**src/logic/dcache_pkg.sv**
```systemverilog
`default_nettype none

package dcache_pkg;

    // ----------------------------------------
    // Geometry.
    // ----------------------------------------
    localparam int ADDR_W         = 32;
    localparam int REG_W          = 64;
    localparam int WORD_W         = 32;
    localparam int WAYS           = 4;
    localparam int SETS           = 16;
    localparam int WORDS_PER_LINE = 16;
    localparam int LINE_W         = WORDS_PER_LINE * WORD_W;
    localparam int LINE_BYTES     = LINE_W / 8;

    // Address field widths.
    localparam int WAY_W   = $clog2(WAYS);
    localparam int INDEX_W = $clog2(SETS);
    localparam int WOFF_W  = $clog2(WORDS_PER_LINE);
    localparam int BOFF_W  = $clog2(WORD_W / 8);
    localparam int TAG_W   = ADDR_W - INDEX_W - WOFF_W - BOFF_W;

    // ----------------------------------------
    // Types.
    // ----------------------------------------
    typedef logic [WAY_W-1:0]      way_t;
    typedef logic [INDEX_W-1:0]    index_t;
    typedef logic [TAG_W-1:0]      tag_t;
    typedef logic [LINE_W-1:0]     line_t;
    typedef logic [LINE_BYTES-1:0] line_be_t;

    // Overlays a full request address, tag at the top.
    typedef struct packed {
        tag_t              tag;
        index_t            index;
        logic [WOFF_W-1:0] woff;
        logic [BOFF_W-1:0] boff;
    } addr_fields_t;

    // Store width, same code as the core's store type.
    typedef enum logic [1:0] {
        ST_B = 2'd0,
        ST_H = 2'd1,
        ST_W = 2'd2,
        ST_D = 2'd3
    } store_size_e;

endpackage

`default_nettype wire

```
**src/logic/dcache_store_align.sv**
```systemverilog
`default_nettype none
`timescale 1ns/100ps

module dcache_store_align (
    input  dcache_pkg::store_size_e          i_size,
    input  logic [dcache_pkg::WOFF_W-1:0]    i_woff,
    input  logic [dcache_pkg::BOFF_W-1:0]    i_boff,
    input  logic [dcache_pkg::REG_W-1:0]     i_data,
    output logic                             o_misaligned,
    output dcache_pkg::line_be_t             o_be,
    output dcache_pkg::line_t                o_lane_data
);

    localparam int OFF_W = dcache_pkg::WOFF_W + dcache_pkg::BOFF_W;

    logic [OFF_W-1:0] byte_off;
    logic [OFF_W-1:0] align;
    logic [OFF_W-1:0] start;
    logic [7:0]       lane_mask;

    assign byte_off = {i_woff, i_boff};

    // Size decode. Data is repeated at the store width so any aligned lane holds it.
    always_comb begin
        case (i_size)
            dcache_pkg::ST_H: begin
                lane_mask    = 8'h03;
                align        = ~OFF_W'(1);
                o_misaligned = i_boff[0];
                o_lane_data  = {(dcache_pkg::LINE_BYTES / 2){i_data[15:0]}};
            end
            dcache_pkg::ST_W: begin
                lane_mask    = 8'h0f;
                align        = ~OFF_W'(3);
                o_misaligned = |i_boff;
                o_lane_data  = {(dcache_pkg::LINE_BYTES / 4){i_data[31:0]}};
            end
            dcache_pkg::ST_D: begin
                lane_mask    = 8'hff;
                align        = ~OFF_W'(7);
                o_misaligned = (|i_boff) | i_woff[0];
                o_lane_data  = {(dcache_pkg::LINE_W / dcache_pkg::REG_W){i_data}};
            end
            default: begin
                lane_mask    = 8'h01;
                align        = '1;
                o_misaligned = 1'b0;
                o_lane_data  = {dcache_pkg::LINE_BYTES{i_data[7:0]}};
            end
        endcase
    end

    // First byte, rounded down to the store size.
    assign start = byte_off & align;
    assign o_be  = dcache_pkg::line_be_t'(lane_mask) << start;

endmodule

`default_nettype wire

```
**config.mk**
```make
export PLATFORM = sky130hd
export DESIGN_NAME = dcache_store_align
export DESIGN_NICKNAME = d
export VERILOG_FILES = /design/src/logic/dcache_pkg.sv /design/src/logic/dcache_store_align.sv
export SDC_FILE = /design/constraint.sdc
export NUM_CORES = 1
export LEC_CHECK = 0
export BUFFER_PORTS_ARGS = -buffer_cell sky130_fd_sc_hd__buf_4
export CORE_AREA = 2 2 251 253
export DETAILED_ROUTE_END_ITERATION = 10
export DIE_AREA = 0 0 253 255
export PLACE_DENSITY_LB_ADDON = 0.1
export SETUP_SLACK_MARGIN = 0.5
export SLEW_MARGIN = 25
export SYNTH_ARGS = -nofsm -noshare
export SYNTH_HDL_FRONTEND = slang
export SYNTH_SLANG_ARGS = --single-unit
```
**constraint.sdc**
```tcl
create_clock -name vclk -period 3.6
set_input_delay 0.36 -clock vclk [all_inputs]
set_output_delay 0.36 -clock vclk [all_outputs]
set_load 0.02 [all_outputs]
```
; ---- After elaboration in Yosys (flattened, before gate mapping)
; Cells that the tools add are included.
[word_totals]
register_bits = 0
input_bits = 72
out_inout_bits = 577
elab_cells = 11
[classes]
eq_ne = 3
shifts = 1
mux = 4
n_bitwise = 2
reduce_logical = 1
[ops]
columns = op, n
row1 = one-hot mux 512 bit (3 select lines), 1
row2 = << shifter 8 x 6 -> 64 bit, 1
row3 = one-hot mux 8 bit (3 select lines), 1
row4 = one-hot mux 3 bit (3 select lines), 1
row5 = AND 6 bit, 1
row6 = equality test 2 bit (second input constant), 2
row7 = one-hot mux 1 bit (3 select lines), 1
row8 = equality test 2 x 1 -> 1 bit (second input constant), 1
row9 = OR reduction 2 bit, 1
row10 = bitwise OR 1 bit, 1

; ---- Logic depth before layout (Yosys ltp)
[depth]
ltp_word = 4
mapped_depth = 6
depth_no_buf = 3

; ---- Worst setup path after synthesis
; Ideal clock, no wire load.
[synth_timing]
path_type = input to output
startpoint = in i_size[1]
endpoint = out o_lane_data[104]
arrival_time_ns = 1.836
required_time_ns = 3.240
setup_slack_ns = 1.404
cell_stages = 6
path_buffers = 5
path_cell_list = buf_2 > buf_6 > buf_4 > buf_2 > a21oi_1 > buf_4
[synth_via]
elab_chain_len = 2
elab_cells_between_ends = 4
classes_between = eq/ne: 3 / mux: 1
[synth_lines]
columns = element, line_no
row1 = start: declaration, dcache_store_align.sv:5  ; input dcache_pkg::store_size_e i_size,
row2 = equality test 2 bit / equality test 2 x 1 -> 1 bit (equally long branches), dcache_store_align.sv:25  ; case (i_size)
row3 = one-hot mux 512 bit (3 select lines) (*), dcache_store_align.sv:25
row4 = end: declaration, dcache_store_align.sv:11  ; output dcache_pkg::line_t o_lane_data
; Every way passes the cells marked *; elsewhere a longest branch is shown, timed or not.

; ---- Worst setup path in the final report
[layout_timing]
startpoint = in i_size[0]
endpoint = out o_lane_data[499]
; The elaborated chain is that of the path after synthesis.

==> metrics <==
status finished, final reports clean; Startpoint Class input port; fraction of layout cells with a size suffix above 1 82.0%; via count 4,482; synthesized cell area 0.00504 mm2; Final Hold Vio Count 0; endpoint class of the critical path primary output; Setup Fix Bufs, Post-CTS 0; Final HPWL DP 23,500 um; Setup TNS 0 ns; dominant cells by area after synthesis buf_4 (69%), mux2_2 (5.4%), mux2i_1 (4.8%); Syn Inst Count 685; Setup WS post-layout 1.07 ns; Combinational Power Share 100.0%; critical path data arrival time 2.17 ns; Internal Pwr Total 0.714 mW; Seq pwr share 0%; Starting Density 8.12%; register area 0 um2; vias in the first global route 3,888; Max Fclk 0.395 GHz; crit path kind in2out; Synth Area per Inst 7.36 um2; register area share after synthesis 0%; crit-path max cell delay 0.75 ns; DIE WIDTH 253 um; total core area 0.0622 mm2; pwr dens 250 mW/mm2; first-pass GRT wire length 32,700 um; drt initial violations 117; power share of the clock group 0%; drt wl/cell 16.2 um; crit share post-route 70.4%; Layout Cells excl Fill 1,662; pins over their slew limit 0; Top Ports 649; CP Max Fanout 25; Detailed Route WL 26,900 um; switch share 61.3%; DRC 0; num sequential 0; Synth warnings 0; CP cell instances buf_4, buf_12, mux2i_1, a21oi_1, buf_4; worst slew pin tran 0.934 ns; Clock buffer cells 0; Worst VDD drop 69.8 uV; floorplan row count 92; CTS Hold Buffers Added 0; cell taking the most area after synthesis buf_4; Place WS 0.821 ns; Die ar. 0.0645 mm2; top cell type's share of synthesized area 69.0%; worst path required time 3.24 ns; Hold Crit Endpoint o_lane_data[130]; initial antenna violation count 2; cell mode on critical path buf_4; largest net degree at the start of global routing 32; vias per inst 2.70; IO Port Bufs 649; final worst path period need 2.53 ns; hold depth 2; DR pass1 iterations 4; GRT overflow 0; placed cell count 1,661; GRT Total Usage 7.06%; Setup violations, final 0; hold path start i_data[2]; Die Y 255 um; post-CTS sizing 0; RePlAce Congestion 0.646; commonest cells after routing, fill and taps aside buf_4 (654), nor2_1 (42), a21oi_1 (31), mux2_2 (24), mux2i_1 (24); leading cell type in the layout, fill and taps excluded buf_4; area grow syn2layout 46.5%; switching pwr 1.13 mW; Max-cap violations 0; nets 936; leakage power 3.74 nW; unique cell type count in the Yosys netlist 32; relative slew slack 37.7%; RSZ-0062 raised after global routing false; Slowest-stage cell, CP a21oi_1; hold crit path type in2out; post-route ant nets 0; Synth Net Count 757
-- per-stage QoR --
step / cell area, um2 / util, % / hold slack [ns] / power, mW
4_1_cts: 7380 / 11.9 / 1.06 / 1.88
3_3_place_gp: 7380 / 11.9 / 1.06 / 1.91
6_report: 7390 / 11.9 / 1.06 / 1.85
2_1_floorplan: 5040 / - / 0.833 / 1.48
5_1_grt: 7390 / 11.9 / 1.07 / 1.95
3_5_place_dp: 7380 / 11.9 / 1.06 / 1.88
-- cell families (layout without fill, tap and decap cells) --
kind of cell,after synthesis,count (layout),synth area share (%)
AO/OA/AOI/OAI,53,53,7.74
buffers and inverters,488,665,72.0
multiplexers,48,48,10.1
other,0,1,0
AND/OR/NAND/NOR,96,96,10.2
-- power groups by stage --
stage / clock, mW / sequential (mW) / combinational [mW]
4_1_cts: 0 / 0 / 1.88
2_1_floorplan: 0 / 0 / 1.48
3_5_place_dp: 0 / 0 / 1.88
6_report: 0.0000000208 / 0 / 1.85
5_1_grt: 0 / 0 / 1.95
3_3_place_gp: 0 / 0 / 1.91
-- metal layers --
metal,routed length (um),share of wire [%],global-route usage (%),vias up
met2,15000,56,14.1,285
met3,1340,5.0,0.519,2
met5,0,0,0,-
met4,70,0.26,0.169,0
met1,10400,39,8.54,2104
li1,-,-,-,2091
-- critical path: cells and delay by family --
family	cells	cell delay, ns
buf+inv	3	0.94
compound gates	1	0.75
mux	1	0.10
-- cell usage after synthesis --
master / count
nor3b_1: 5
buf_2: 7
nor3_1: 22
o21a_1: 1
and2_1: 2
nand2b_4: 1
inv_1: 10
a211oi_2: 8
clkbuf_4: 1
buf_4: 464
nor3_2: 2
mux2_2: 24
or3b_1: 2
a21oi_2: 1
nor2_2: 2
nor3b_2: 3
o21ai_0: 2
a21oi_1: 33
o21ai_2: 1
o22ai_2: 2
nand2_2: 1
nand3_1: 1
nand2_1: 1
or3_1: 1
nor2b_1: 8
nand3b_1: 3
a21oi_4: 2
buf_6: 6
o21bai_2: 2
mux2i_1: 24
o21ba_2: 1
nor2_1: 42
-- area by class of cell --
cell class	count	area, um2
fill	7274	54800
tap	799	1000
antenna	1	2.50
inverter	10	37.5
timing repair buffer	655	4930
multi-input combinational	197	1420
-- how the worst max path moves through the flow --
stage	from	end	slack, ns	depth (start not counted)
final	i_size[0]	o_lane_data[499]	1.07	5
after detailed placement	i_size[0]	o_lane_data[380]	0.82	5
after CTS	i_size[0]	o_lane_data[380]	0.82	5
after floorplan	i_size[1]	o_lane_data[104]	1.40	6
after global routing	i_size[0]	o_lane_data[121]	0.88	5
after global placement	i_size[0]	o_lane_data[172]	0.79	5
Power figures use the tool's default switching activity.
